File: src/include/uart_str_defs.svh
// UART string link constants
// Line timing, stop-bit count, frame marker and string capacity shared by the
// RTL and the testbench

`ifndef UART_STR_DEFS_SVH
`define UART_STR_DEFS_SVH

// ######################################################################
// Line timing
// ######################################################################
`define UART_CLK_FREQ       10_000_000                              // System clock in Hz
`define UART_BAUD_RATE      115_200                                 // Default line rate
`define UART_BIT_CYCLES     (`UART_CLK_FREQ / `UART_BAUD_RATE)      // Clocks per bit, 86 here
`define UART_TX_STOP_BITS   2                                       // Stop bits on the transmit side

// ######################################################################
// String framing
// ######################################################################
`define STR_MARKER          8'h26                                   // The "&" character
`define STR_MAX_LEN         128                                     // Payload capacity in bytes

`endif

File: src/logic/uart_rx.sv
// UART byte receiver
// Synchronizes the serial line, finds the falling start edge and samples each
// bit at its middle; a byte is reported only when its stop bit is high

`timescale 1ns/1ns
`default_nettype none

`include "uart_str_defs.svh"

module uart_rx #(
	parameter int BIT_CYCLES = `UART_BIT_CYCLES
) (
	input  wire         sys_clk,
	input  wire         sys_rst_n,
	input  wire         rx,
	output logic [7:0]  byte_data,
	output logic        byte_vld
);

	localparam int CNT_W = $clog2(BIT_CYCLES + 1);
	// The synchronizer and edge register add about three cycles of lag
	localparam int MID   = (BIT_CYCLES / 2 > 3) ? BIT_CYCLES / 2 - 3 : 0;

	localparam logic [CNT_W-1:0] CNT_LAST = CNT_W'(BIT_CYCLES - 1);
	localparam logic [CNT_W-1:0] MID_CNT  = CNT_W'(MID);

	localparam logic [1:0] S_IDLE  = 2'd0,
	                       S_START = 2'd1,
	                       S_DATA  = 2'd2,
	                       S_STOP  = 2'd3;

	logic               rx_meta;
	logic               rx_sync;
	logic               rx_prev;
	logic [1:0]         state;
	logic [CNT_W-1:0]   cyc_cnt;
	logic [2:0]         bit_idx;
	logic [7:0]         data_sr;
	logic               start_edge;
	logic               bit_end;

	assign start_edge = rx_prev && !rx_sync;
	assign bit_end    = (cyc_cnt == CNT_LAST);
	assign byte_data  = data_sr;

	// ######################################################################
	// Line synchronizer
	// ######################################################################
	always_ff @(posedge sys_clk or negedge sys_rst_n) begin
		if (!sys_rst_n) begin
			rx_meta <= 1'b1;                                     // Idle line is high
			rx_sync <= 1'b1;
			rx_prev <= 1'b1;
		end else begin
			rx_meta <= rx;
			rx_sync <= rx_meta;
			rx_prev <= rx_sync;
		end
	end

	// ######################################################################
	// Frame sampling
	// ######################################################################
	always_ff @(posedge sys_clk or negedge sys_rst_n) begin
		if (!sys_rst_n) begin
			state    <= S_IDLE;
			cyc_cnt  <= '0;
			bit_idx  <= '0;
			byte_vld <= 1'b0;
		end else begin
			byte_vld <= 1'b0;
			case (state)
				S_IDLE: begin
					if (start_edge) begin
						state   <= S_START;
						cyc_cnt <= '0;
					end
				end
				S_START: begin
					if (cyc_cnt == MID_CNT) begin
						cyc_cnt <= '0;
						bit_idx <= '0;
						state   <= rx_sync ? S_IDLE : S_DATA;  // A glitch returns to idle
					end else begin
						cyc_cnt <= cyc_cnt + 1'b1;
					end
				end
				S_DATA: begin
					if (bit_end) begin
						cyc_cnt <= '0;
						bit_idx <= bit_idx + 1'b1;
						if (bit_idx == 3'd7)
							state <= S_STOP;
					end else begin
						cyc_cnt <= cyc_cnt + 1'b1;
					end
				end
				default: begin
					if (bit_end) begin
						byte_vld <= rx_sync;                     // Low stop bit drops the byte
						state    <= S_IDLE;
					end else begin
						cyc_cnt <= cyc_cnt + 1'b1;
					end
				end
			endcase
		end
	end

	// Data arrives LSB first
	always_ff @(posedge sys_clk) begin
		if (state == S_DATA && bit_end)
			data_sr <= {rx_sync, data_sr[7:1]};
	end

endmodule

`default_nettype wire

File: config.mk
export PLATFORM = sky130hd
export DESIGN_NAME = uart_rx
export DESIGN_NICKNAME = d
export VERILOG_FILES = /design/src/logic/uart_rx.sv
export VERILOG_INCLUDE_DIRS = /design/src /design/src/include
export SDC_FILE = /design/constraint.sdc
export NUM_CORES = 1
export LEC_CHECK = 0
export BUFFER_PORTS_ARGS = -buffer_cell sky130_fd_sc_hd__buf_4
export CAP_MARGIN = 20
export CORE_MARGIN = 2
export CORE_UTILIZATION = 60
export DETAILED_ROUTE_END_ITERATION = 7
export PLACE_DENSITY = 0.81
export SLEW_MARGIN = 0
export SYNTH_ARGS = -nofsm -noshare
export SYNTH_HDL_FRONTEND = slang
export SYNTH_SLANG_ARGS = --single-unit
File: constraint.sdc
create_clock -name sys_clk -period 4.05 [get_ports sys_clk]
set_clock_uncertainty 0.2 [all_clocks]
set_input_delay 1.215 -clock sys_clk [delete_from_list [all_inputs] [get_ports sys_clk]]
set_output_delay 1.215 -clock sys_clk [all_outputs]
set_load 0.02 [all_outputs]
## Word level (Yosys, flattened, before mapping)

Cells that the tools add are included.

- Output and inout bits: 9
- Register bits: 24

- Reduce and logical (&&, ||, !) cells: 10
- Muxes and demuxes: 17
- Equality and inequality tests: 10
- Add/subtract/negate cells: 2

Operators with widths:

| operator | number |
|---|---|
| $mux W7 | 4 |
| $pmux W7 S3 | 1 |
| $mux W2 | 6 |
| $ne A2 B2 Y1 const B | 4 |
| $add A7 B1 Y7 const B | 1 |
| $eq A7 B6 Y1 const B | 1 |
| $eq A7 B7 Y1 const B | 1 |
| $mux W3 | 2 |
| $pmux W2 S3 | 1 |
| $pmux W3 S2 | 1 |
| $reduce_and A5 Y1 | 1 |
| $ne A4 B1 Y1 const B | 1 |
| $add A3 B1 Y3 const B | 1 |
| $eq A3 B3 Y1 const B | 1 |
| $reduce_and A3 Y1 | 1 |
| $reduce_bool A3 Y1 | 1 |
| $reduce_or A3 Y1 | 1 |
| $eq A2 B1 Y1 const B | 1 |
| $eq A2 B2 Y1 const B | 1 |
| $logic_and A1 B1 Y1 | 2 |
| $logic_not A2 Y1 | 1 |
| $mux W1 | 2 |
| $reduce_and A2 Y1 | 1 |
| $reduce_bool A2 Y1 | 1 |
| $logic_not A1 Y1 | 1 |

## Longest topological paths before layout

- Depth after elaboration: 4
- Gate-level depth with buffers: 7
- Mapped depth without buffers: 6

## Worst setup path after synthesis

Ideal clock, no wire load.

- Kind: reg2reg
- Start point: register cyc_cnt[1]
- End point: register cyc_cnt[3]
- Data required time: 3.772 ns
- Clock period less this slack: 1.996 ns
- Buffers on the path: 1
- Cell stages (with the launch flop): 8
- Data arrival time: 1.718 ns
- Slack: 2.054 ns
- Cells stage by stage: dfrtp_1 > inv_1 > ha_1 > and4b_4 > and4_4 > buf_6 > or4_1 > a21oi_1

- Longest elaborated chain between the ends: 3

RTL lines:

| what | RTL line | source |
|---|---|---|
| start, declared | uart_rx.sv:36 | `logic [CNT_W-1:0] cyc_cnt;` |
| start signal, assigned | uart_rx.sv:85 | `cyc_cnt <= cyc_cnt + 1'b1;` |
| start signal, assigned | uart_rx.sv:95 | `cyc_cnt <= cyc_cnt + 1'b1;` |
| start signal, assigned | uart_rx.sv:103 | `cyc_cnt <= cyc_cnt + 1'b1;` |
| $add A7 B1 Y7, or another cell as far along | uart_rx.sv:85, uart_rx.sv:95, uart_rx.sv:103 |  |
| $mux W7, or another cell as far along | uart_rx.sv:99 | `if (bit_end) begin` |
| $pmux W7 S3 / $reduce_and A2 Y1 (equally long branches) | -- |  |

Parallel ways exist; a longest one is shown, timed or not. The select of a mux whose other input is x is not followed.
A chain may end at the register's enable or synchronous reset.

## Worst setup path in the final report

- Start point: register data_sr[7], in the netlist byte_data[7]
- End point: output byte_data[7]

RTL lines:

| what | RTL line | source |
|---|---|---|
| start, declared | uart_rx.sv:38 | `logic [7:0] data_sr;` |
| start signal, assigned | uart_rx.sv:113 | `data_sr <= {rx_sync, data_sr[7:1]};` |
| end, declared | uart_rx.sv:16 | `output logic [7:0] byte_data,` |

No word-level cell between the ends.

==> results.yml <==
setup_path:
  r2r-start: "cyc_cnt[1]$_DFFE_PN0P_"
  crit_cells: 1
  cpMaxStageDelayCell: "edfxtp_1"
  critPathKind: "reg -> out"
  cp-end-kind: "primary output"
  ff2ff_path_depth: 6
  cp-endpoint: "byte_data[7]"
  cp.required_ns: 2.63
  cpPeakStageDelay_ns: 0.42
  worst_setup_path_start_kind: "flop"
  crit_family: "flip-flops"
  critical_path.cell_chain: "buf_4"
  r2r-end: "cyc_cnt[3]$_DFFE_PN0P_"
  cp_max_fo: 2
  cp_data_arrival_time_ns: 0.91
  crit_path_start: "byte_data[7]$_DFFE_PP_"
  path_buf_inv: 1
  rrSetupSlack_ns: 2.00
timing:
  worstMarginPinSlew_ns: 0.472
  fin_crit_ns: 2.32
  timing.final.crit_share: 0.574
  slew_headroom: 0.683
  setup_viol: 0
  final_max_slew_viol_count: 0
  hold_viol: 0
  holdWs_ns: 0.165
  rsz0062_at_grt: "no"
  setup_tns_ns: 0
  fin_ws_ns: 1.73
  max_freq_mhz: 431
run:
  cap_viol_max_count: 0
pwr:
  p_switching_uw: 116
  peakVddDrop_mv: 0.346
  switching_share: 0.232
  p_per_area_nw_per_um2: 398
  clkPwrFrac: 0.341
  internal-power_uw: 384
  seqPwrFrac: 0.555
  power_leakage_uw: 0.000527
  power_frac_comb: 0.104
floorplan:
  ios: 12
  placeableCoreArea_um2: 1730
  rows: 15
  fp.dieW_um: 47.0
  initial_utilization: 0.643
  die_h_um: 47.0
  die_area_um2: 2210
clocking:
  cts_resized: 0
  cts_sinks: 24
  post_cts.repair.setup_buffers: 0
  holdBufCountCts: 0
  cts_max_level: 1
  clkTransAtPathRegs_ns: 0.13
  clk_latency_ns: 0.31
  cts_tree: "done"
  clock-root-buffer: "clkbuf_4"
  cts_buffer_depth: 2
  cts_buffers: 3
final_layout:
  diodes: 0
  multi_input_area_um2: 424
  final_common_cell: "dfrtp_1"
  stdcell_count: 130
  ff_latch_area_um2: 644
  syn_to_final_growth_pct: 13.3
  fin_nets: 114
  nFillCells: 129
  final_cell_mix: "dfrtp_1 (13), buf_4 (11), a21oi_1 (10), edfxtp_1 (8)"
  utilization: 0.728
  drive_above_1_share: 0.238
yosys:
  async_flop_share: 0.667
  synth_top_flop_cell: "dfrtp_1"
  avgSynthCellArea_um2: 11.9
  netlist.area_leader.share: 0.293
  yosys_warnings: 0
  synth_cell_types: 37
  syn-instance-count: 93
  ys_seq_elements: 24
  seq_area_frac_synth: 0.581
  synthTopCellsByArea: "dfrtp_1 (29%), edfxtp_1 (22%), dfstp_2 (7.1%)"
  synth_area_um2: 1110
  synth_edf_count: 8
  syn-num-nets: 101
  synth_area_leader_cell: "dfrtp_1"
status:
  status: "completed"
global_routing:
  grt-ovfl-total: 0
  grt_pass1_vias: 619
  grt_usage: 0.198
  grt_max_degree: 17
  grt_antenna_before_repair: 0
  grt_pass1_wl_um: 2970
routing:
  top_layer: "met4"
  vias_per_cell: 5.68
  drtIter0Drc: 25
  wl_met3_um: 35
  met1_length_um: 960
  wire_per_inst_um: 14.6
  first_pass_iters: 4
  routed_wl_um: 1890
  wl_met2_um: 865
  vias: 739
  drcViolationCount: 0
  final_antenna_net_count: 0
placement:
  place_hpwl_um: 1350
  globalplace.congestion: 0.809
  port_buffers: 11
  dp_slack_ns: 2.05
  dp.cells: 126
min_path:
  hold_path.class: "reg -> reg"
==> registers in the layout, summed over array words and instances (netlist names) <==
name,flops
rx_meta,1
byte_data,8
state,2
rx_prev,1
byte_vld,1
bit_idx,3
cyc_cnt,7
rx_sync,1
==> stage by stage <==
| step | area (um^2) | power (uW) |
|---|---|---|
| floorplan | 1110 | 315 |
| global placement | 1200 | 329 |
| detailed placement | 1200 | 333 |
| CTS | 1260 | 504 |
| global route | 1260 | 521 |
| finish | 1260 | 500 |
==> power by group through the flow <==
| stage | Clock, uW | Sequential [uW] | Combinational, uW |
|---|---|---|---|
| after floorplan | 0 | 277 | 38.5 |
| after global placement | 0 | 281 | 47.8 |
| after detailed placement | 0 | 282 | 50.4 |
| after CTS | 175 | 277 | 51.5 |
| after global routing | 183 | 280 | 57.8 |
| final | 170 | 278 | 51.8 |
==> layout make-up <==
| class | count | share of cell area |
|---|---|---|
| Timing Repair Buffer | 11 | 0.0657 |
| Multi-Input combinational cell | 60 | 0.337 |
| Tap cell | 25 | 0.0249 |
| Sequential cell | 24 | 0.512 |
| Clock inverter | 1 | 0.0239 |
| Inverter | 6 | 0.0179 |
| Clock buffer | 3 | 0.0179 |
==> worst min path at each step <==
stage,start,endpoint,slack [ns],depth (start not counted)
after CTS,rx_meta$_DFF_PN1_,rx_sync$_DFF_PN1_,0.17,0
final,rx_meta$_DFF_PN1_,rx_sync$_DFF_PN1_,0.17,0
after global routing,rx_meta$_DFF_PN1_,rx_sync$_DFF_PN1_,0.17,0
after floorplan,rx_meta$_DFF_PN1_,rx_sync$_DFF_PN1_,0.15,0
after global placement,rx_meta$_DFF_PN1_,rx_sync$_DFF_PN1_,0.15,0
after detailed placement,rx_meta$_DFF_PN1_,rx_sync$_DFF_PN1_,0.15,0
==> layer usage <==
layer / global-route usage / vias up
li1: - / 366
met1: 0.302 / 358
met2: 0.288 / 11
met3: 0.0346 / 4
met4: 0.0667 / 0
met5: 0 / -
==> synth_stat cells, types with 2 or more instances <==
library cell,n
o31ai_1,2
or4_1,2
nor2b_1,2
nor2_1,6
nand4_1,2
a21oi_1,10
dfstp_2,3
o22ai_1,2
ha_1,5
edfxtp_1,8
inv_1,6
clkbuf_1,2
xnor2_1,2
nand3_1,5
dfrtp_1,13
or3_1,2
==> kinds of logic after synthesis <==
group	Yosys count	share of synthesized area
AO/OA/AOI/OAI	22	0.124
XOR/XNOR	2	0.0158
adder cells (fa/ha/maj)	5	0.0564
buffers and inverters	9	0.0372
flip-flops	24	0.581
multiplexers	2	0.0203
AND/OR/NAND/NOR	29	0.166
(Power assumes the default switching activity.)
