[config.mk]
export PLATFORM = sky130hd
export DESIGN_NAME = str_frame_rx
export DESIGN_NICKNAME = d
export VERILOG_FILES = /design/src/logic/uart_str_pkg.sv /design/src/logic/str_frame_rx.sv
export VERILOG_INCLUDE_DIRS = /design/src /design/src/include
export SDC_FILE = /design/constraint.sdc
export NUM_CORES = 2
export LEC_CHECK = 0
export BUFFER_PORTS_ARGS = -buffer_cell sky130_fd_sc_hd__buf_2
export CELL_PAD_IN_SITES_DETAIL_PLACEMENT = 0
export CELL_PAD_IN_SITES_GLOBAL_PLACEMENT = 1
export CORE_AREA = 2 2 405 407
export DETAILED_ROUTE_END_ITERATION = 16
export DIE_AREA = 0 0 407 409
export GPL_TIMING_DRIVEN = 0
export PLACE_DENSITY_LB_ADDON = 0.1
export SLEW_MARGIN = 5
export SYNTH_ARGS = -nofsm -noshare
export SYNTH_HDL_FRONTEND = slang
export SYNTH_SLANG_ARGS = --single-unit
[constraint.sdc]
create_clock -name sys_clk -period 2.6 [get_ports sys_clk]
set_input_delay 0.26 -clock sys_clk [delete_from_list [all_inputs] [get_ports sys_clk]]
set_output_delay 0.26 -clock sys_clk [all_outputs]
set_load 0.01 [all_outputs]
[src/include/uart_str_defs.svh]
// UART string link constants
// Line timing, stop-bit count, frame marker and string capacity shared by the
// RTL and the testbench

`ifndef UART_STR_DEFS_SVH
`define UART_STR_DEFS_SVH

// ######################################################################
// Line timing
// ######################################################################
`define UART_CLK_FREQ       10_000_000                              // System clock in Hz
`define UART_BAUD_RATE      115_200                                 // Default line rate
`define UART_BIT_CYCLES     (`UART_CLK_FREQ / `UART_BAUD_RATE)      // Clocks per bit, 86 here
`define UART_TX_STOP_BITS   2                                       // Stop bits on the transmit side

// ######################################################################
// String framing
// ######################################################################
`define STR_MARKER          8'h26                                   // The "&" character
`define STR_MAX_LEN         128                                     // Payload capacity in bytes

`endif

[src/logic/uart_str_pkg.sv]
// UART string link package
// Holds the string buffer type that the framer, deframer and top level share

`default_nettype none

`include "uart_str_defs.svh"

package uart_str_pkg;

	// One string buffer seen either as the flat port word or as its characters.
	// Character k sits in bits 8k+7 down to 8k of the flat word
	typedef union packed {
		logic [`STR_MAX_LEN*8-1:0]      word;      // Flat view used on ports
		logic [`STR_MAX_LEN-1:0][7:0]   bytes;     // Byte view used by the framers
	} str_buf_u;

endpackage

`default_nettype wire

[src/logic/str_frame_rx.sv]
// String deframer for the receive side
// Hunts for "&&", stores payload bytes until the closing "&&" and keeps a
// lone "&" as data; storage stops at the buffer capacity

`timescale 1ns/1ns
`default_nettype none

`include "uart_str_defs.svh"

module str_frame_rx import uart_str_pkg::*; (
	input  wire             sys_clk,
	input  wire             sys_rst_n,
	input  wire  [7:0]      byte_data,
	input  wire             byte_vld,
	output str_buf_u        rx_string,
	output logic [7:0]      rx_length,
	output logic            rx_busy,
	output logic            rx_done
);

	localparam int         IDX_W      = $clog2(`STR_MAX_LEN);
	localparam logic [7:0] MARKER     = `STR_MARKER;
	localparam logic [7:0] MAX_LEN    = 8'(`STR_MAX_LEN);
	localparam logic [7:0] MAX_LEN_M1 = 8'(`STR_MAX_LEN - 1);

	localparam logic [5:0] SR_HUNT    = 6'b00_0001,
	                       SR_OPEN    = 6'b00_0010,
	                       SR_CONTENT = 6'b00_0100,
	                       SR_PEND    = 6'b00_1000,
	                       SR_CLOSE   = 6'b01_0000,
	                       SR_FINISH  = 6'b10_0000;

	logic [5:0]         state;
	logic               mark_vld;
	logic               data_vld;
	logic               room1;                                   // Space for one more byte
	logic               room2;                                   // Space for two more bytes
	logic [IDX_W-1:0]   wr_idx;
	logic [IDX_W-1:0]   wr_idx_nxt;

	assign mark_vld   = byte_vld && (byte_data == MARKER);
	assign data_vld   = byte_vld && (byte_data != MARKER);
	assign room1      = (rx_length < MAX_LEN);
	assign room2      = (rx_length < MAX_LEN_M1);
	assign wr_idx     = rx_length[IDX_W-1:0];
	assign wr_idx_nxt = wr_idx + 1'b1;
	assign rx_busy    = (state != SR_HUNT);
	assign rx_done    = (state == SR_FINISH);

	// ######################################################################
	// Deframing state machine and length
	// ######################################################################
	always_ff @(posedge sys_clk or negedge sys_rst_n) begin
		if (!sys_rst_n) begin
			state     <= SR_HUNT;
			rx_length <= 8'd0;
		end else begin
			case (state)
				SR_HUNT: begin
					if (mark_vld)
						state <= SR_OPEN;
				end
				SR_OPEN: begin
					if (mark_vld) begin
						state     <= SR_CONTENT;
						rx_length <= 8'd0;                       // New string starts here
					end else if (data_vld) begin
						state <= SR_HUNT;                        // The pair must be back to back
					end
				end
				SR_CONTENT: begin
					if (mark_vld)
						state <= SR_PEND;
					else if (data_vld && room1)
						rx_length <= rx_length + 8'd1;
				end
				SR_PEND: begin
					if (mark_vld) begin
						state <= SR_CLOSE;
					end else if (data_vld) begin
						state <= SR_CONTENT;
						if (room2)
							rx_length <= rx_length + 8'd2;
						else if (room1)
							rx_length <= rx_length + 8'd1;
					end
				end
				SR_CLOSE: state <= SR_FINISH;
				default:  state <= SR_HUNT;
			endcase
		end
	end

	// ######################################################################
	// String buffer
	// ######################################################################
	always_ff @(posedge sys_clk) begin
		if (state == SR_CONTENT && data_vld && room1)
			rx_string.bytes[wr_idx] <= byte_data;
		if (state == SR_PEND && data_vld) begin
			if (room1)
				rx_string.bytes[wr_idx] <= MARKER;                // The held "&" was data after all
			if (room2)
				rx_string.bytes[wr_idx_nxt] <= byte_data;
		end
	end

	a_len_limit: assert property (
		@(posedge sys_clk) disable iff (!sys_rst_n)
		rx_length <= MAX_LEN
	) else $error("str_frame_rx: rx_length %0d is beyond the buffer size", rx_length);

endmodule

`default_nettype wire

; After elaboration in Yosys (flattened, before gate mapping)
; Cells that the tools add are included.
[word_totals]
regBits = 1038
inputBits = 11
out_inout_bits = 1034
word_cells = 71
[op_classes]
n_addsub = 3
order_cmp = 6
eq_ne = 19
muxes = 26
bitwise = 3
reduce_logical = 11
[ops]
columns = op, n
row1 = 1024-bit two-way mux, 5
row2 = 1024-bit bitwise mux, 2
row3 = 640-bit bitwise AND, 1
row4 = 640-bit inverter, 1
row5 = 384-bit bitwise OR, 1
row6 = 8-bit demux with 7-bit select, 2
row7 = 8-bit two-way mux, 9
row8 = 6-bit two-way mux, 6
row9 = 6-bit case mux with 5 select lines, 1
row10 = 8-bit case mux with 3 select lines, 1
row11 = 7-bit by 8-bit less-than comparator with 1-bit output (second input constant), 2
row12 = 7-bit by 1-bit >= comparator with 1-bit output (second input constant), 2
row13 = 2-bit inequality test (second input constant), 7
row14 = 3-bit inequality test (second input constant), 3
row15 = 8-bit by 1-bit adder with 8-bit output (second input constant), 1
row16 = 8-bit by 2-bit adder with 8-bit output (second input constant), 1
row17 = 8-bit by 6-bit == test with 1-bit output (second input constant), 1
row18 = 1-bit logical AND, 8
row19 = 8-bit by 7-bit less-than comparator with 1-bit output (second input constant), 1
row20 = 8-bit less-than comparator (second input constant), 1
row21 = 8-bit by 6-bit inequality test with 1-bit output (second input constant), 1
row22 = 7-bit by 1-bit adder with 7-bit output (second input constant), 1
row23 = 7-bit AND reduction, 1
row24 = 6-bit by 1-bit == test with 1-bit output (second input constant), 1
row25 = 8 further kinds, 8

; Depth between registers and ports, before layout
[depth]
depth_word = 12
ltp_mapped = 11
mapped_depth_nobuf = 8

; Least setup slack after synthesis
; OpenSTA, ideal clock, no wires.
[synth_timing]
kind = reg-to-reg
startpoint = register rx_length[2]
endpoint = register rx_string[794] in the netlist's numbering
arrival_ps = 2629
slack_ps = -151
stages_incl_launch_ff = 11
n_path_buf = 3
synth_period_minus_slack_ps = 2751
path_cell_list = dfrtp_1 > ha_1 > buf_2 > buf_2 > nand4_1 > nor2_2 > o211ai_1 > o21ai_0 > buf_2 > mux2i_1 > nand2_1
[synth_between]
elab_chain_len = 12
elab_cells_between_ends = 22
[synth_rtl]
columns = item, line_no
row1 = from (decl), str_frame_rx.sv:16  ; output logic [7:0] rx_length,
row2 = from (signal assigned), str_frame_rx.sv:75  ; rx_length <= rx_length + 8'd1;
row3 = from (signal assigned), str_frame_rx.sv:83  ; rx_length <= rx_length + 8'd2;
row4 = from (signal assigned), str_frame_rx.sv:85  ; rx_length <= rx_length + 8'd1;
row5 = branches (longest 11 deep; another with 7-bit by 8-bit less-than comparator with 1-bit output), n/a
row6 = 1024-bit two-way mux (*), str_frame_rx.sv:100  ; if (state == SR_PEND && data_vld) begin
row7 = to (decl), str_frame_rx.sv:15  ; output str_buf_u rx_string,
; Mark *: on every way between the ends. The select of a mux whose other input is x is not followed.
; A chain may end at the register's enable or synchronous reset.

; Final worst setup path
[layout_timing]
startpoint = input port byte_data[0]
endpoint = register rx_string[992] in the netlist's numbering
[layout_between]
elab_chain_len = 11
elab_cells_between_ends = 13
[layout_rtl]
columns = item, line_no
row1 = from (decl), str_frame_rx.sv:13  ; input wire [7:0] byte_data,
row2 = 8-bit by 6-bit inequality test with 1-bit output, str_frame_rx.sv:42  ; assign data_vld = byte_vld && (byte_data != MARKER);
row3 = 1-bit logical AND, str_frame_rx.sv:42
row4 = 1-bit logical AND (2 in series), str_frame_rx.sv:98  ; if (state == SR_CONTENT && data_vld && room1)
row5 = 1024-bit two-way mux, str_frame_rx.sv:98
row6 = 640-bit bitwise AND (no line), n/a
row7 = 1024-bit two-way mux, str_frame_rx.sv:101  ; if (room1)
row8 = 1024-bit two-way mux, str_frame_rx.sv:100
row9 = 1024-bit bitwise mux, str_frame_rx.sv:104  ; rx_string.bytes[wr_idx_nxt] <= byte_data;
row10 = 1024-bit two-way mux, str_frame_rx.sv:103  ; if (room2)
row11 = 1024-bit two-way mux (*), str_frame_rx.sv:100
; Every way passes the cells marked *; elsewhere a longest branch is shown, timed or not. The select of a mux whose other input is x is not followed.

==> run summary <==
Result of the run -> finished with violations
Violated checks -> capacitance limit, slew limit, setup timing
Global-route usage over all layers -> 47.1%
Commonest non-fill, non-tap cells in the layout -> sky130_fd_sc_hd__buf_2, sky130_fd_sc_hd__dfxtp_1, sky130_fd_sc_hd__nand2_1
Startpoint of the worst setup timing path -> byte_data[0]
Actual transition at the worst max-transition pin -> 1510 ps
Post-route standard cell area excluding fillers -> 73800 µm²
Area inside the core boundary -> 162000 µm²
Sequential area share after synthesis -> 48.3%
Share of layout cells above drive strength 1 -> 44.8%
Share of power burned in the clock network -> 48.4%
Number of cells produced by synthesis -> 5041
Buffer type at the clock tree root -> sky130_fd_sc_hd__clkbuf_16
H-tree lvl count -> 4
Global-route wire length before repair -> 516000 µm
Final critical-path setup slack -> -284 ps
Power Dens Cells -> 549 nW/µm²
Worst R2R Start -> rx_length[2]
Flop and latch count out of synthesis -> 1038
Crit Path Class -> input pin to flip-flop
Post-Syn Area per Cell -> 8.57 µm²
Length of the first detailed-routing pass in iterations -> 6
Area Growth Syn to Fin -> 70.8%
Static leakage power -> 0.0317 µW
CTS tree -> built
Most used flip-flop cell after synthesis -> sky130_fd_sc_hd__dfxtp_1
Maximum VDD drop -> 0.000692 V
GR peak layer -> met2
Worst reg2reg path endpoint -> rx_string[789]
Routing usage on met2 -> 67.1%
Number of buffers created by CTS -> 131
Final hold viol count -> 0
DRC violation total after the first TritonRoute iteration -> 7520
Distinct cell type count of the synthesized netlist -> 104
Maximum clock path buffer count -> 3
Hold Path End -> rx_string[119]
Min-Delay Path Class -> input pin to flip-flop
Final weighted congestion in routability-driven placement -> 1.07
Total placed instance area -> 52500 µm²
Initial core utilization -> 26.7%
Max Fclk -> 347 MHz
Asr flop ratio synth -> 1.35%
Number of antenna violations at the first check in global routing -> 39
Per-cell routed wire length -> 43.8 µm
Dpl hpwl -> 300000 µm
Overall die area -> 166000 µm²
Largest stage delay on the critical path -> 1150 ps
Source-to-sink clock delay at the later pin of the worst-skew pair -> 860 ps
Final setup violation count -> 884
GRT overflow -> 0
Maximum number of pins on one net before global-route repair -> 17
Number of cells on the worst reg-to-reg path -> 13
Total Routed Length -> 410000 µm
Portion of total power attributed to combinational logic -> 12.0%
Min Tclk post-route -> 2880 ps
Worst-path maximum fanout -> 10
Final routed DRC violation total -> 0
Count of synthesis-stage warnings from yosys -> 0
Cell repeated most along the worst path -> sky130_fd_sc_hd__clkbuf_2
Post-synthesis cell area -> 43200 µm²
Horizontal die dimension -> 407 µm
Unrepaired setup endpoints after global routing -> true
Total vias in the final route -> 55500
Final core occ -> 45.5%
Chip height -> 409 µm
Flop-to-flop setup slack -> -280 ps
Count of input and output buffers -> 1037
Type of origin of the critical path -> input pin
Final critical-path share of the clock period -> 111%
Number of core rows -> 148
Count of flip-flops with a built-in enable after synthesis -> 0
Count of nets after finishing -> 7076
Critical path endpoint category -> flip-flop
Switch Pwr -> 11900 µW
Number of clock sinks seen by CTS -> 1038
Via count of the first global-routing pass -> 50700
Total internal power -> 28600 µW
Total power after layout -> 40500 µW
Met1 Usage GRT -> 54.8%
Worst hold path stage count -> 3
Final Max Slew Viols -> 31
Most frequent standard cell in the layout excluding fill and tap cells -> sky130_fd_sc_hd__buf_2
Boundary pin count -> 1045
Sw Ratio -> 29.4%
Crit-path slowest cell -> sky130_fd_sc_hd__clkbuf_1
Data arrival at the endpoint of the critical path -> 3640 ps
Max-capacitance violation count -> 3
Clock slew at the register clock pins of the worst setup and hold paths -> 60 ps
Largest clock skew in the final design -> 37.9 ps
Slew headroom -> -0.730%
Post-Synthesis Net Count -> 5057
Vias per cell -> 5.93
Critical-path cell list -> buf_2 > clkbuf_2 > clkbuf_2 > clkbuf_1 > nand2_1 > o31ai_1
Required time at the worst-slack endpoint -> 3350 ps
Hold_sp -> byte_data[7]
M3 GR Usage -> 21.7%
Share of total power in sequential cells -> 39.6%
Number of nets still failing antenna checks after routing -> 0
[worst max-delay path: cells and delay by family]
family / cells / cell delay [ps]
compound gates: 1 / 120
simple gates: 1 / 110
buf+inv: 4 / 3030
[synthesized netlist by cell type (all sizes together) (13+ instances only)]
master | number | area [µm²]
a32oi | 63 | 574
a2bb2oi | 18 | 158
o31ai | 34 | 373
a31oi | 39 | 295
a211oi | 32 | 270
nand2b | 15 | 93.8
o32ai | 32 | 340
mux2i | 269 | 2690
clkbuf | 231 | 867
o22a | 25 | 219
inv | 52 | 195
a22o | 80 | 701
nand4 | 13 | 93.8
o22ai | 78 | 519
a21boi | 15 | 113
nand3 | 177 | 896
o211ai | 56 | 435
and3 | 22 | 138
buf | 116 | 601
dfxtp | 1024 | 20500
nor2b | 15 | 93.8
nor2 | 446 | 1700
nand2 | 898 | 3390
nor3 | 112 | 581
a22oi | 110 | 826
a21oi | 335 | 1680
dfrtp | 13 | 325
a32o | 15 | 150
o21ai | 521 | 2650
[per-layer routing]
| metal | wire length, µm | vias to the layer above | share of wire, % |
|---|---|---|---|
| met5 | 271 | - | 0.066 |
| met1 | 150000 | 27400 | 37 |
| met3 | 54700 | 1402 | 13 |
| met2 | 167000 | 4430 | 41 |
| li1 | - | 22300 | - |
| met4 | 37700 | 22 | 9.2 |
[kinds of logic (layout without fill, tap and decap cells)]
family,after synthesis,after routing,share of synthesized area (%)
AND/OR/NAND/NOR,1764,1765,17.5
AO/OA/AOI/OAI,1552,1561,23.7
flip-flops,1038,1038,48.3
buffers and inverters,402,2516,3.88
multiplexers,277,277,6.44
adder cells (fa/ha/maj),5,5,0.145
XOR/XNOR,3,3,0.0608
other,0,19,0
[worst max path at each step]
| stage | to | slack, ps | cells after the start |
|---|---|---|---|
| detailed placement | rx_string[60] | -3040 | 9 |
| floorplan | rx_string[1] | -70 | 9 |
| global route | rx_string[327] | -290 | 12 |
| CTS | rx_string[354] | -220 | 13 |
| finish | rx_string[992] | -280 | 6 |
| global placement | rx_string[480] | -4700 | 7 |
[through the flow]
step | TNS (ps) | setup WS (ps) | hold slack, ps | cells
5_1_grt | -105410 | -293 | 8.90 | 9344
6_report | -83920 | -284 | 19.0 | 9359
2_1_floorplan | -1620 | -70.7 | -35.6 | 5041
3_5_place_dp | -2152460 | -3040 | 199 | 8315
4_1_cts | -38950 | -218 | 3.86 | 9149
3_3_place_gp | -2577330 | -4700 | 199 | 8253
[registers in the layout (all words and copies together), names as in the netlist]
signal and cells:
state 6, rx_length 8, rx_string 1024
[layout make-up]
cell class | count | area, µm²
antenna | 19 | 47.5
buffer | 327 | 3440
clock buffer | 189 | 3790
clock inverter | 49 | 736
fill | 16200 | 88200
inverter | 55 | 231
multi-input combinational | 3611 | 26800
sequential | 1038 | 20900
tap | 2175 | 2720
timing repair buffer | 1896 | 15200
[power by group through the flow]
stage / clock network (µW) / logic (µW) / registers (µW)
3_5_place_dp: 0 / 2870 / 16400
3_3_place_gp: 0 / 2750 / 16400
2_1_floorplan: 0 / 951 / 16400
6_report: 19600 / 4880 / 16100
5_1_grt: 20300 / 4700 / 16100
4_1_cts: 19600 / 4370 / 16000
[timing repair]
action | in CTS | in global routing
hold buffers | 3 | 0
cloned | 32 | 21
gates resized for setup | 1588 | 507
setup buffers | 584 | 190
pin swaps | 291 | 182
endpoints found under the setup margin | 1034 | 1012
hold endpoints to repair | 14 | 0
Note: power is estimated with default switching activity, not from simulation.
