**src/include/uart_str_defs.svh**
```systemverilog
// UART string link constants
// Line timing, stop-bit count, frame marker and string capacity shared by the
// RTL and the testbench

`ifndef UART_STR_DEFS_SVH
`define UART_STR_DEFS_SVH

// ######################################################################
// Line timing
// ######################################################################
`define UART_CLK_FREQ       10_000_000                              // System clock in Hz
`define UART_BAUD_RATE      115_200                                 // Default line rate
`define UART_BIT_CYCLES     (`UART_CLK_FREQ / `UART_BAUD_RATE)      // Clocks per bit, 86 here
`define UART_TX_STOP_BITS   2                                       // Stop bits on the transmit side

// ######################################################################
// String framing
// ######################################################################
`define STR_MARKER          8'h26                                   // The "&" character
`define STR_MAX_LEN         128                                     // Payload capacity in bytes

`endif

```
**src/logic/uart_tx.sv**
```systemverilog
// UART byte transmitter
// Sends a start bit, eight data bits LSB first and STOP_BITS stop bits per
// request, with the line idling high

`timescale 1ns/1ns
`default_nettype none

`include "uart_str_defs.svh"

module uart_tx #(
	parameter int BIT_CYCLES = `UART_BIT_CYCLES,
	parameter int STOP_BITS  = `UART_TX_STOP_BITS
) (
	input  wire         sys_clk,
	input  wire         sys_rst_n,
	input  wire  [7:0]  byte_data,
	input  wire         byte_req,
	output logic        tx,
	output logic        byte_done
);

	localparam int FRAME_BITS = 1 + 8 + STOP_BITS;               // Start, data and stop bits
	localparam int SR_W       = 8 + STOP_BITS;                   // Bits still to go after start
	localparam int CNT_W      = $clog2(BIT_CYCLES + 1);
	localparam int IDX_W      = $clog2(FRAME_BITS);

	localparam logic [CNT_W-1:0] CNT_LAST = CNT_W'(BIT_CYCLES - 1);
	localparam logic [IDX_W-1:0] IDX_LAST = IDX_W'(FRAME_BITS - 1);

	logic               busy;
	logic [CNT_W-1:0]   cyc_cnt;                                 // Clock count inside one bit
	logic [IDX_W-1:0]   bit_idx;                                 // Bit position within the frame
	logic [SR_W-1:0]    shift_sr;                                // Data then stop bits, LSB next
	logic               bit_end;
	logic               last_bit;

	assign bit_end   = busy && (cyc_cnt == CNT_LAST);
	assign last_bit  = (bit_idx == IDX_LAST);
	assign byte_done = bit_end && last_bit;                      // Last cycle of the last stop bit

	// ######################################################################
	// Bit timing and line driver
	// ######################################################################
	always_ff @(posedge sys_clk or negedge sys_rst_n) begin
		if (!sys_rst_n) begin
			busy    <= 1'b0;
			cyc_cnt <= '0;
			bit_idx <= '0;
			tx      <= 1'b1;
		end else if (!busy) begin
			if (byte_req) begin
				busy    <= 1'b1;
				cyc_cnt <= '0;
				bit_idx <= '0;
				tx      <= 1'b0;                             // Start bit begins on the next cycle
			end
		end else if (bit_end) begin
			cyc_cnt <= '0;
			if (last_bit) begin
				busy <= 1'b0;
				tx   <= 1'b1;
			end else begin
				bit_idx <= bit_idx + 1'b1;
				tx      <= shift_sr[0];
			end
		end else begin
			cyc_cnt <= cyc_cnt + 1'b1;
		end
	end

	// Ones shift in from the top so the stop bits follow the data
	always_ff @(posedge sys_clk) begin
		if (!busy && byte_req)
			shift_sr <= {{STOP_BITS{1'b1}}, byte_data};
		else if (bit_end && !last_bit)
			shift_sr <= {1'b1, shift_sr[SR_W-1:1]};
	end

	// The framer waits for byte_done before raising the next request
	a_req_when_idle: assert property (
		@(posedge sys_clk) disable iff (!sys_rst_n)
		byte_req |-> !busy
	) else $error("uart_tx: byte_req arrived in the middle of a frame");

endmodule

`default_nettype wire

```
**config.mk**
```make
export PLATFORM = sky130hd
export DESIGN_NAME = uart_tx
export DESIGN_NICKNAME = d
export VERILOG_FILES = /design/src/logic/uart_tx.sv
export VERILOG_INCLUDE_DIRS = /design/src /design/src/include
export SDC_FILE = /design/constraint.sdc
export NUM_CORES = 1
export LEC_CHECK = 0
export ABC_AREA = 0
export BUFFER_PORTS_ARGS = -buffer_cell sky130_fd_sc_hd__buf_2
export CORE_ASPECT_RATIO = 1.5
export CORE_MARGIN = 2
export CORE_UTILIZATION = 51
export CTS_CLUSTER_SIZE = 12
export DETAILED_ROUTE_END_ITERATION = 10
export GPL_ROUTABILITY_DRIVEN = 0
export HOLD_SLACK_MARGIN = 0.03
export PLACE_DENSITY = 0.71
export SLEW_MARGIN = 40
export SYNTH_ARGS = -nofsm -noshare
export SYNTH_HDL_FRONTEND = slang
export SYNTH_SLANG_ARGS = --single-unit
```
**constraint.sdc**
```tcl
create_clock -name sys_clk -period 2.2 [get_ports sys_clk]
set_input_delay 0.22 -clock sys_clk [delete_from_list [all_inputs] [get_ports sys_clk]]
set_output_delay 0.22 -clock sys_clk [all_outputs]
set_load 0.01 [all_outputs]
```
[Yosys cells after proc, flatten, opt, wreduce, memory -nomap -nowiden]
Cells that the tools add are included.
Cells by class
  mux-type cells: 17
  equal/unequal tests: 4
  bitwise gates (word level): 0
  div/mod/pow operators: 0
  add/sub/neg operators: 2
  shift-type cells: 0
  reduce and logical (&&, ||, !) cells: 10
  multipliers: 0
  $lt $le $gt $ge: 0
Operators by type and width (count)
  7-bit 2-to-1 mux: 3
  4-bit 2-to-1 mux: 4
  8-bit 2-to-1 mux: 2
  1-bit 2-to-1 mux: 8
  7-bit by 1-bit adder with 7-bit output, second input constant: 1
  7-bit equality test, second input constant: 1
  4-bit by 1-bit adder with 4-bit output, second input constant: 1
  4-bit equality test, second input constant: 1
  1-bit logical AND: 4
  2-bit nonzero test: 2
  3-bit AND reduction: 1
  1-bit zero test: 2
  2-bit by 1-bit != test with 1-bit output, second input constant: 1
  2-bit != test, second input constant: 1
  2-bit AND reduction: 1
Storage, ports and cells
  memory bits (writable): 0
  word-level logic and storage cells: 38
  output and inout bits: 2
  bits in registers: 21
  bits in latches: 0
  memories: 0
  input bits: 11
  bits in read-only memories: 0

[Logic depth before layout (Yosys ltp)]
Gate-level depths: netlist of the first run.
  depth in word-level cells: 5
  depth in mapped cells: 6
  mapped depth without buffers: 6

[Worst setup path before layout of the first run]
OpenSTA, ideal clock, no wires.
  path type: reg-to-reg
  from: reg cyc_cnt[1]
  to: reg shift_sr[0] (enable)
  cell stages (with the launch flop): 6
  required time: 1.891 ns
  path buffers: 0
  arrival: 1.245 ns
  path slack: 0.647 ns
  library setup time: 0.309 ns
  period minus slack after synthesis: 1.553 ns
  cells stage by stage: dfrtp_1 inv_1 ha_1 nand4bb_4 nor3_4 a21o_2
On the way
  longest elaborated chain between the ends: 4
Ends and longest elaborated chain
  from (decl): line uart_tx.sv:31  | logic [CNT_W-1:0] cyc_cnt;
  from (signal assigned): line uart_tx.sv:67  | cyc_cnt <= cyc_cnt + 1'b1;
  7-bit equality test: line uart_tx.sv:37  | assign bit_end = busy && (cyc_cnt == CNT_LAST);
  1-bit logical AND: line uart_tx.sv:37
  1-bit logical AND: line uart_tx.sv:75  | else if (bit_end && !last_bit)
  2-bit nonzero test (no source line)
  to (signal assigned): line uart_tx.sv:74  | shift_sr <= {{STOP_BITS{1'b1}}, byte_data};
  to (signal assigned): line uart_tx.sv:76  | shift_sr <= {1'b1, shift_sr[SR_W-1:1]};
  to (decl): line uart_tx.sv:33  | logic [SR_W-1:0] shift_sr;
Every way passes these cells.
A chain may end at the register's enable or synchronous reset.

[Worst setup path in the final report of the first run]
  from: reg cyc_cnt[0]
  to: out byte_done
On the way
  longest elaborated chain between the ends: 3
Ends and longest elaborated chain
  7-bit equality test: line uart_tx.sv:37
  1-bit logical AND: line uart_tx.sv:37
  1-bit logical AND: line uart_tx.sv:39  | assign byte_done = bit_end && last_bit;
  to (decl): line uart_tx.sv:19  | output logic byte_done
Every way passes these cells.

==> out/results.txt, run 1 <==
Status = complete, no violations
Worst slew margin = 0.713
Rows = 20
RSZ-0062 raised after global routing = false
Fin crit share = 0.878
Port Buffers = 12
Worst Setup Start Kind = flip-flop
Required @ worst endpoint = 1.98 ns
CTS max path bufs = 2
Yosys reg bits = 21
Crit path DAT = 1.71 ns
DRT Pass-1 Iters = 4
Antenna-violating nets left = 0
Sequential fraction of the synthesis area = 0.511
CTS resizes = 0
Area Overhead vs Synth = 10.6%
VDD IR max = 657 uV
Pre-CTS setup slack = 0.545 ns
Top_reg_cell synth = dfrtp_1
Design area = 1230 um^2
# IOs = 13
Final Critical Period = 1.93 ns
DRT iter0 DRCs = 24
Clock root cell = clkbuf_4
Overflow after GRT = 0
Die W = 42.1 um
Die area = 2570 um^2
Top cells by area, synth = dfrtp_1 (27%), edfxtp_1 (22%), mux2_2 (7.1%)
Slew Viols, Final = 0
Gr usage total = 0.184
Vias in the first global route = 807
Initial antenna violation count = 0
Largest net degree at the start of global routing = 14
Placed instance area = 1190 um^2
Post-synth top area share = 0.271
# nets final = 130
Worst-path clk slew = 0.12 ns
Synthesized cell area = 1110 um^2
Crit Path Class = reg -> out
CTS tree = built
Largest area contributor in the netlist = dfrtp_1
Count of flip-flops with a built-in enable after synthesis = 8
Tot Pwr = 1180 uW
TNS Setup = 0 ns
Total of max-cap violations = 0
Initial Util = 0.540
Hold Fails Final Rpt = 0
Layout cell share with drive strength beyond 1 = 0.263
Diode count = 0
Util after Layout = 0.598
Worst min path class = in -> reg
First-pass GRT wire length = 3550 um
Clk sinks = 21
Post-DP HPWL = 1550 um
Total number of vias = 794
Worst r2r src = bit_idx[0]
Yosys Warn Count = 0
Min-delay src = byte_data[7]
Post-route worst setup slack = 0.269 ns
Leak = 0.000502 uW
# DRC = 0
Max Clk Rate = 518 MHz
Clk_lat worst skew = 0.31 ns
Routed WL = 2010 um
Ys async rst share = 0.619
Drt wl/cell = 14.8 um
Setup crit end kind = primary output
Worst clock skew = 0.00795 ns
Worst Setup SP = cyc_cnt[0]
Mapped Cells = 99
Worst-Margin Slew = 0.430 ns
Routed vias/inst = 5.84
Fill cells = 192
Power per cell area = 960 nW/um^2
Setup violators final = 0
CTS Buf Count = 3
Die H = 61.1 um
Core ar. = 2050 um^2
Syn nets = 114
Worst Path Max Fanout = 7
Post-synth cell types = 36
CTS H-tree lvls = 1
Syn_area_per_cell = 11.2 um^2
[metal layers]
metal	share of wire	vias to the layer above	GRT usage
met3	0.048	4	0.0205
li1	-	386	-
met4	0.013	0	0.0938
met2	0.53	22	0.344
met5	0	-	0
met1	0.41	382	0.209
[state kept, by name, indices dropped and copies added, names as in the netlist]
register  cells
bit_idx       4
tx            1
shift_sr      8
busy          1
cyc_cnt       7
[placed cells by master (no fill, tap or decap), drive strengths merged, types with 3 or more instances in the layout]
master	instances
buf	12
inv	6
edfxtp	8
o32ai	3
clkbuf	3
nor2	9
nand2	12
mux2	7
ha	4
dfrtp	12
nand3	6
nor3	3
xnor2	4
[worst max-delay path, cell delays in order (launching register included)]
cell and delay [ns]:
dfrtp_1 0.45, ha_1 0.22, nand4bb_4 0.17, nor2_4 0.21, and3_1 0.21, buf_2 0.13
[cell type report]
cell class / count / area (um^2) / area share
Multi-Input combinational cell: 70 / 512 / 0.417
Timing Repair Buffer: 13 / 70.1 / 0.0571
Inverter: 6 / 22.5 / 0.0184
Clock inverter: 1 / 5.00 / 0.00408
Sequential cell: 21 / 567 / 0.462
Clock buffer: 3 / 22.5 / 0.0184
Tap cell: 22 / 27.5 / 0.0224
[path summary, 6_finish.rpt]
kind / slack (ns) / cells past startpoint / endpoint
setup reg to reg: 0.54 / 5 / shift_sr[0]
min in group asynchronous: 0.31 / 2 / cyc_cnt[5]
hold / removal: 0.17 / 2 / shift_sr[7]
max in group asynchronous: 1.60 / 2 / tx
hold reg to reg: 0.53 / 2 / tx
setup / recovery: 0.27 / 5 / byte_done
[report_power, final]
part,switching (uW),leakage [uW],internal (uW)
clock,122,0.0000177,67.9
sequential,128,0.000225,516
combinational,165,0.000259,179
total,414,0.000502,763
[cell families after synthesis]
group | Yosys count | synth area share
DFF | 21 | 0.511
muxes | 8 | 0.0801
buffers and inverters | 8 | 0.0271
AOI/OAI and AO/OA | 14 | 0.0914
and+or+nand+nor | 39 | 0.205
xor gates and xnor gates | 5 | 0.0395
adders and majority gates | 4 | 0.0451
[cells in the mapped netlist, types with 2 or more instances]
| cell type | instances |
|---|---|
| nor4_1 | 2 |
| nand2_1 | 11 |
| o31ai_1 | 2 |
| dfrtp_1 | 12 |
| o22ai_1 | 2 |
| nor3_1 | 2 |
| mux2_2 | 7 |
| nor2_1 | 7 |
| inv_1 | 6 |
| clkbuf_1 | 2 |
| edfxtp_1 | 8 |
| xnor2_1 | 4 |
| ha_1 | 4 |
| o32ai_1 | 3 |
| nand3_1 | 6 |
[metrics by stage]
stage	hold WS, ns	instances
3_3_place_gp	0.119	131
2_1_floorplan	-0.0756	99
5_1_grt	0.156	136
3_5_place_dp	0.123	131
4_1_cts	0.176	136
6_report	0.165	136
[timing repair]
item | in CTS | in global routing
setup buffers | 0 | 0
hold endpoints to repair | 12 | 0
hold buffers | 1 | 0
setup endpoints to repair | 0 | 0
Power figures use the tool's default switching activity.
==> run 2: changes to the inputs <==
Settings changed: CTS_BUF_LIST from default to sky130_fd_sc_hd__clkbuf_8 sky130_fd_sc_hd__clkbuf_16.
==> run 2 against run 1 <==
Against the previous run: setup slack better by 0.054 ns; worst hold slack better by 0.054 ns; non-clock buffer count stayed put; final cell count stayed put; global-route usage is 0.44 points higher; wire length is 0.60% lower; count of clock-buffer cells in the layout stayed put; cell area is 1.5% higher; critical path type unchanged; critical endpoint unchanged.
==> out/results.txt, run 2 (synthesis gave the netlist of run 1 again) <==
Status = complete, no violations
VDD IR max = 525 uV (-20%)
Leak = 0.000510 uW (+1.5%)
Worst path top cell family by delay = simple AND/OR/NAND/NOR gates
CP bufs+invs = 2 (+1)
DRT Pass-1 Iters = 4 (unchanged)
Placed instance area = 1190 um^2 (unchanged)
Slew Viols, Final = 0 (unchanged)
Routed WL = 2000 um (-0.60%)
Hold Fails Final Rpt = 0 (unchanged)
Most frequent cells in the layout = dfrtp_1 (12), buf_2 (12), nand2_1 (11)
CTS max path bufs = 2 (unchanged)
Setup crit end kind = primary output
Post-CTS Setup Repair Bufs = 0 (unchanged)
Power per cell area = 995 nW/um^2 (+3.7%)
Gr usage total = 0.188 (+0.00440)
Register area = 567 um^2 (unchanged)
Drt wl/cell = 14.7 um (-0.60%)
CTS tree = built
Area occupied by multi-input gates = 512 um^2 (unchanged)
Layout cell share with drive strength beyond 1 = 0.263 (unchanged)
Worst-path clk slew = 0.08 ns (-0.04 ns)
Design area = 1240 um^2 (+1.5%)
Largest net degree at the start of global routing = 14 (unchanged)
Fill cells = 188 (-2.1%)
Crit Path Class = reg -> out
Required @ worst endpoint = 1.98 ns (about the same)
Die area = 2570 um^2 (unchanged)
Routed vias/inst = 5.74 (-1.6%)
Worst Path Max Fanout = 7 (unchanged)
Worst clock skew = 0.00220 ns (-0.00575 ns)
Total of max-cap violations = 0 (unchanged)
Diode count = 0 (unchanged)
# nets final = 130 (unchanged)
Port Buffers = 12 (unchanged)
Post-DP HPWL = 1550 um (unchanged)
Largest Register = shift_sr
Worst-Margin Slew = 0.424 ns (-0.00582 ns)
Antenna-violating nets left = 0 (unchanged)
Die H = 61.1 um (unchanged)
Vias in the first global route = 806 (-0.12%)
Rows = 20 (unchanged)
# IOs = 13 (unchanged)
Largest registers = shift_sr (8), cyc_cnt (7), bit_idx (4)
Worst hold margin = 0.219 ns (+0.0539 ns)
Worst slew margin = 0.717 (+0.00419)
Worst min path class = in -> reg
Setup violators final = 0 (unchanged)
Initial Util = 0.540 (unchanged)
Fin crit share = 0.853 (-0.0245)
Worst path max stage delay = 0.42 ns (-0.03 ns)
Clock root cell = clkbuf_8
Pre-CTS setup slack = 0.545 ns (unchanged)
Crit-path cells = inv_1 > ha_1 > nand4bb_4 > nor2_4 > and3_1 > buf_2
First-pass GRT wire length = 3570 um (+0.59%)
Core ar. = 2050 um^2 (unchanged)
Clk sinks = 21 (unchanged)
Crit path DAT = 1.66 ns (-0.05 ns)
Final Critical Period = 1.88 ns (-0.0538 ns)
Max stage delay cell, worst path = dfrtp_1
Clk_lat worst skew = 0.26 ns (-0.05 ns)
Post-route worst setup slack = 0.323 ns (+0.0538 ns)
Area Overhead vs Synth = 12.3%
DRT iter0 DRCs = 20 (-17%)
Max Clk Rate = 533 MHz (+2.9%)
Total number of vias = 781 (-1.6%)
RSZ-0062 raised after global routing = false
Worst Setup Start Kind = flip-flop
# DRC = 0 (unchanged)
CTS Buf Count = 3 (unchanged)
CTS resizes = 0 (unchanged)
CTS H-tree lvls = 1 (unchanged)
Util after Layout = 0.607 (+0.00915)
Initial antenna violation count = 0 (unchanged)
Overflow after GRT = 0 (unchanged)
Die W = 42.1 um (unchanged)
TNS Setup = 0 ns (unchanged)
Largest register FFs = 8 (unchanged)
## run 2: final cells by class
class / count / share of cell area
Sequential cell: 21 / 0.455
Multi-Input combinational cell: 70 / 0.411
Timing Repair Buffer: 13 / 0.0563
Clock buffer: 3 / 0.0332
Tap cell: 22 / 0.0221
Inverter: 6 / 0.0181
Clock inverter: 1 / 0.00402
## run 2: final timing paths
kind                              start           to  slack (ns)  cells after the start
setup / recovery             cyc_cnt[1]    byte_done        0.32                      6
hold / removal             byte_data[7]  shift_sr[7]        0.22                      2
setup reg to reg             bit_idx[0]  shift_sr[6]        0.54                      5
hold reg to reg                      tx           tx        0.52                      2
max in group asynchronous     sys_rst_n           tx        1.55                      2
min in group asynchronous     sys_rst_n   cyc_cnt[5]        0.37                      2
## run 2: where the power goes
group	internal [uW]	switching, uW
registers	517	126
logic	180	163
clock network	126	128
total	823	416
## run 2: layer usage
| layer | GRT usage | share of wire | vias up |
|---|---|---|---|
| li1 | - | - | 384 |
| met1 | 0.209 | 0.40 | 370 |
| met2 | 0.346 | 0.53 | 22 |
| met3 | 0.0205 | 0.045 | 5 |
| met4 | 0.121 | 0.027 | 0 |
| met5 | 0 | 0 | - |
## run 2: repair_timing
action / 4_1_cts / 5_1_grt
setup endpoints to repair: 0 / 0
hold endpoints to repair: 12 / 0
hold buffers: 1 / 0
## run 2: per-stage QoR
stage | instances | power, uW
2_1_floorplan | 99 | 900
3_3_place_gp | 131 | 975
3_5_place_dp | 131 | 996
4_1_cts | 136 | 1250
5_1_grt | 136 | 1340
6_report | 136 | 1240
==> run 3: changes to the inputs <==
Settings changed: CORE_ASPECT_RATIO 1.5 to 0.8.
==> run 3 against run 2 <==
Against the previous run: first-iteration DRC count rose by 10%; flip-flop and latch count did not move; total power rose by 0.46%; final cell count rose by 2.2%; worst hold slack got worse by 0.0099 ns; critical path depth did not move; sequential power rose by 1%; largest cell class unchanged.
==> out/results.txt, run 3 (synthesis gave the netlist of run 1 again) <==
Status = complete, no violations
Port Buffers = 12 (unchanged)
Slew Viols, Final = 0 (unchanged)
Die area = 2560 um^2 (-0.20%)
Routed WL = 2010 um (+0.75%)
Worst Setup Start Kind = flip-flop
Register area = 567 um^2 (unchanged)
DRT Pass-1 Iters = 4 (unchanged)
Fin crit share = 0.851 (-0.00176)
Largest net degree at the start of global routing = 14 (unchanged)
DRT iter0 DRCs = 22 (+10%)
Die W = 56.1 um (+33%)
Worst min path class = in -> reg
Die H = 45.7 um (-25%)
Initial antenna violation count = 0 (unchanged)
Diode count = 0 (unchanged)
Placed cells = 134 (+2.3%)
Most frequent cells in the layout = dfrtp_1 (12), buf_2 (12), nand2_1 (11)
Fill cells = 178 (-5.3%)
CTS Buf Count = 3 (unchanged)
Max Clk Rate = 534 MHz (+0.21%)
Area Overhead vs Synth = 12.5%
Final Critical Period = 1.87 ns (-0.00388 ns)
Worst Path Max Fanout = 7 (unchanged)
First-pass GRT wire length = 3390 um (-4.9%)
CTS H-tree lvls = 1 (unchanged)
Gr usage total = 0.180 (-0.00853)
Clk sinks = 21 (unchanged)
Clock root cell = clkbuf_8
Routed vias/inst = 5.62 (-2.2%)
# nets final = 130 (unchanged)
Core ar. = 2100 um^2 (+2.4%)
Worst clock skew = 0.00123 ns (-0.000978 ns)
Crit path DAT = 1.65 ns (about the same)
Largest Register = shift_sr
Post-DP HPWL = 1490 um (-3.9%)
VDD IR max = 673 uV (+28%)
Overflow after GRT = 0 (unchanged)
RSZ-0062 raised after global routing = false
Crit Path Class = reg -> out
Antenna-violating nets left = 0 (unchanged)
# DRC = 0 (unchanged)
Util after Layout = 0.593 (-0.0133)
Hold Fails Final Rpt = 0 (unchanged)
Rows = 15 (-25%)
Setup violators final = 0 (unchanged)
CTS resizes = 0 (unchanged)
CTS tree = built
Total of max-cap violations = 0 (unchanged)
Worst-Margin Slew = 0.526 ns (+0.102 ns)
TNS Setup = 0 ns (unchanged)
Worst-path clk slew = 0.07 ns (about the same)
Tot Pwr = 1240 uW (+0.46%)
Total number of vias = 781 (unchanged)
Initial Util = 0.527 (-0.0129)
Clk_lat worst skew = 0.26 ns (about the same)
CTS max path bufs = 2 (unchanged)
Final Instance Count excl. Fillers = 139 (+2.2%)
Leak = 0.000511 uW (+0.28%)
Largest register FFs = 8 (unchanged)
Hold buffer count at cts = 1 (unchanged)
Largest registers = shift_sr (8), cyc_cnt (7), bit_idx (4)
Worst slew margin = 0.648 (-0.0690)
Required @ worst endpoint = 1.98 ns (about the same)
Vias in the first global route = 742 (-7.9%)
Layout cell share with drive strength beyond 1 = 0.254 (-0.00877)
Worst hold margin = 0.209 ns (-0.00991 ns)
# IOs = 13 (unchanged)
Area occupied by multi-input gates = 512 um^2 (unchanged)
Power per cell area = 998 nW/um^2 (+0.26%)
Setup crit end kind = primary output
Post-CTS Setup Repair Bufs = 0 (unchanged)
Drt wl/cell = 14.5 um (-1.4%)
[run 3: changes by cell type in the layout (fill, tap and decap cells not counted), sizes merged]
cell | previous run | this run
clkinv | 1 | 0
inv | 6 | 7
[run 3: area by class of cell]
| type | count | area share |
|---|---|---|
| multi-input combinational | 70 | 0.410 |
| clock buffer | 3 | 0.0331 |
| tap | 25 | 0.0251 |
| timing repair buffer | 13 | 0.0562 |
| sequential | 21 | 0.454 |
| inverter | 6 | 0.0181 |
| clock inverter | 1 | 0.00301 |
[run 3: metal layers]
layer / vias up / GRT usage / routed length (um)
met5: - / 0 / 0
met4: 0 / 0.0571 / 23
met3: 4 / 0.0597 / 140
met2: 22 / 0.282 / 880
met1: 371 / 0.240 / 967
li1: 384 / - / -
[run 3: final timing paths]
kind                               endpoint    startpoint  slack [ns]  cells after the start
worst max-delay path              byte_done    cyc_cnt[1]        0.33                      6
worst min-delay path            shift_sr[7]  byte_data[7]        0.21                      2
worst max register to register  shift_sr[5]    bit_idx[0]        0.49                      5
worst min register to register  shift_sr[1]   shift_sr[2]        0.55                      1
max in group asynchronous                tx     sys_rst_n        1.56                      2
min in group asynchronous        bit_idx[2]     sys_rst_n        0.37                      2
[run 3: critical path, cell delays in order, from the launching register on]
cell,delay [ns]
dfrtp_1,0.41
inv_1,0.07
ha_1,0.18
nand4bb_4,0.18
nor2_4,0.21
and3_1,0.22
buf_2,0.14
[run 3: per-stage QoR]
step,setup WS [ns],instance area [um^2]
after global placement,0.541,1190
after global routing,0.255,1250
after detailed placement,0.504,1190
final,0.327,1250
after floorplan,0.647,1110
after CTS,0.331,1250
[run 3: power breakdown]
group / internal [uW] / total, uW / switching (uW)
logic: 181 / 345 / 164
clock network: 125 / 250 / 125
registers: 517 / 650 / 134
total: 822 / 1240 / 423
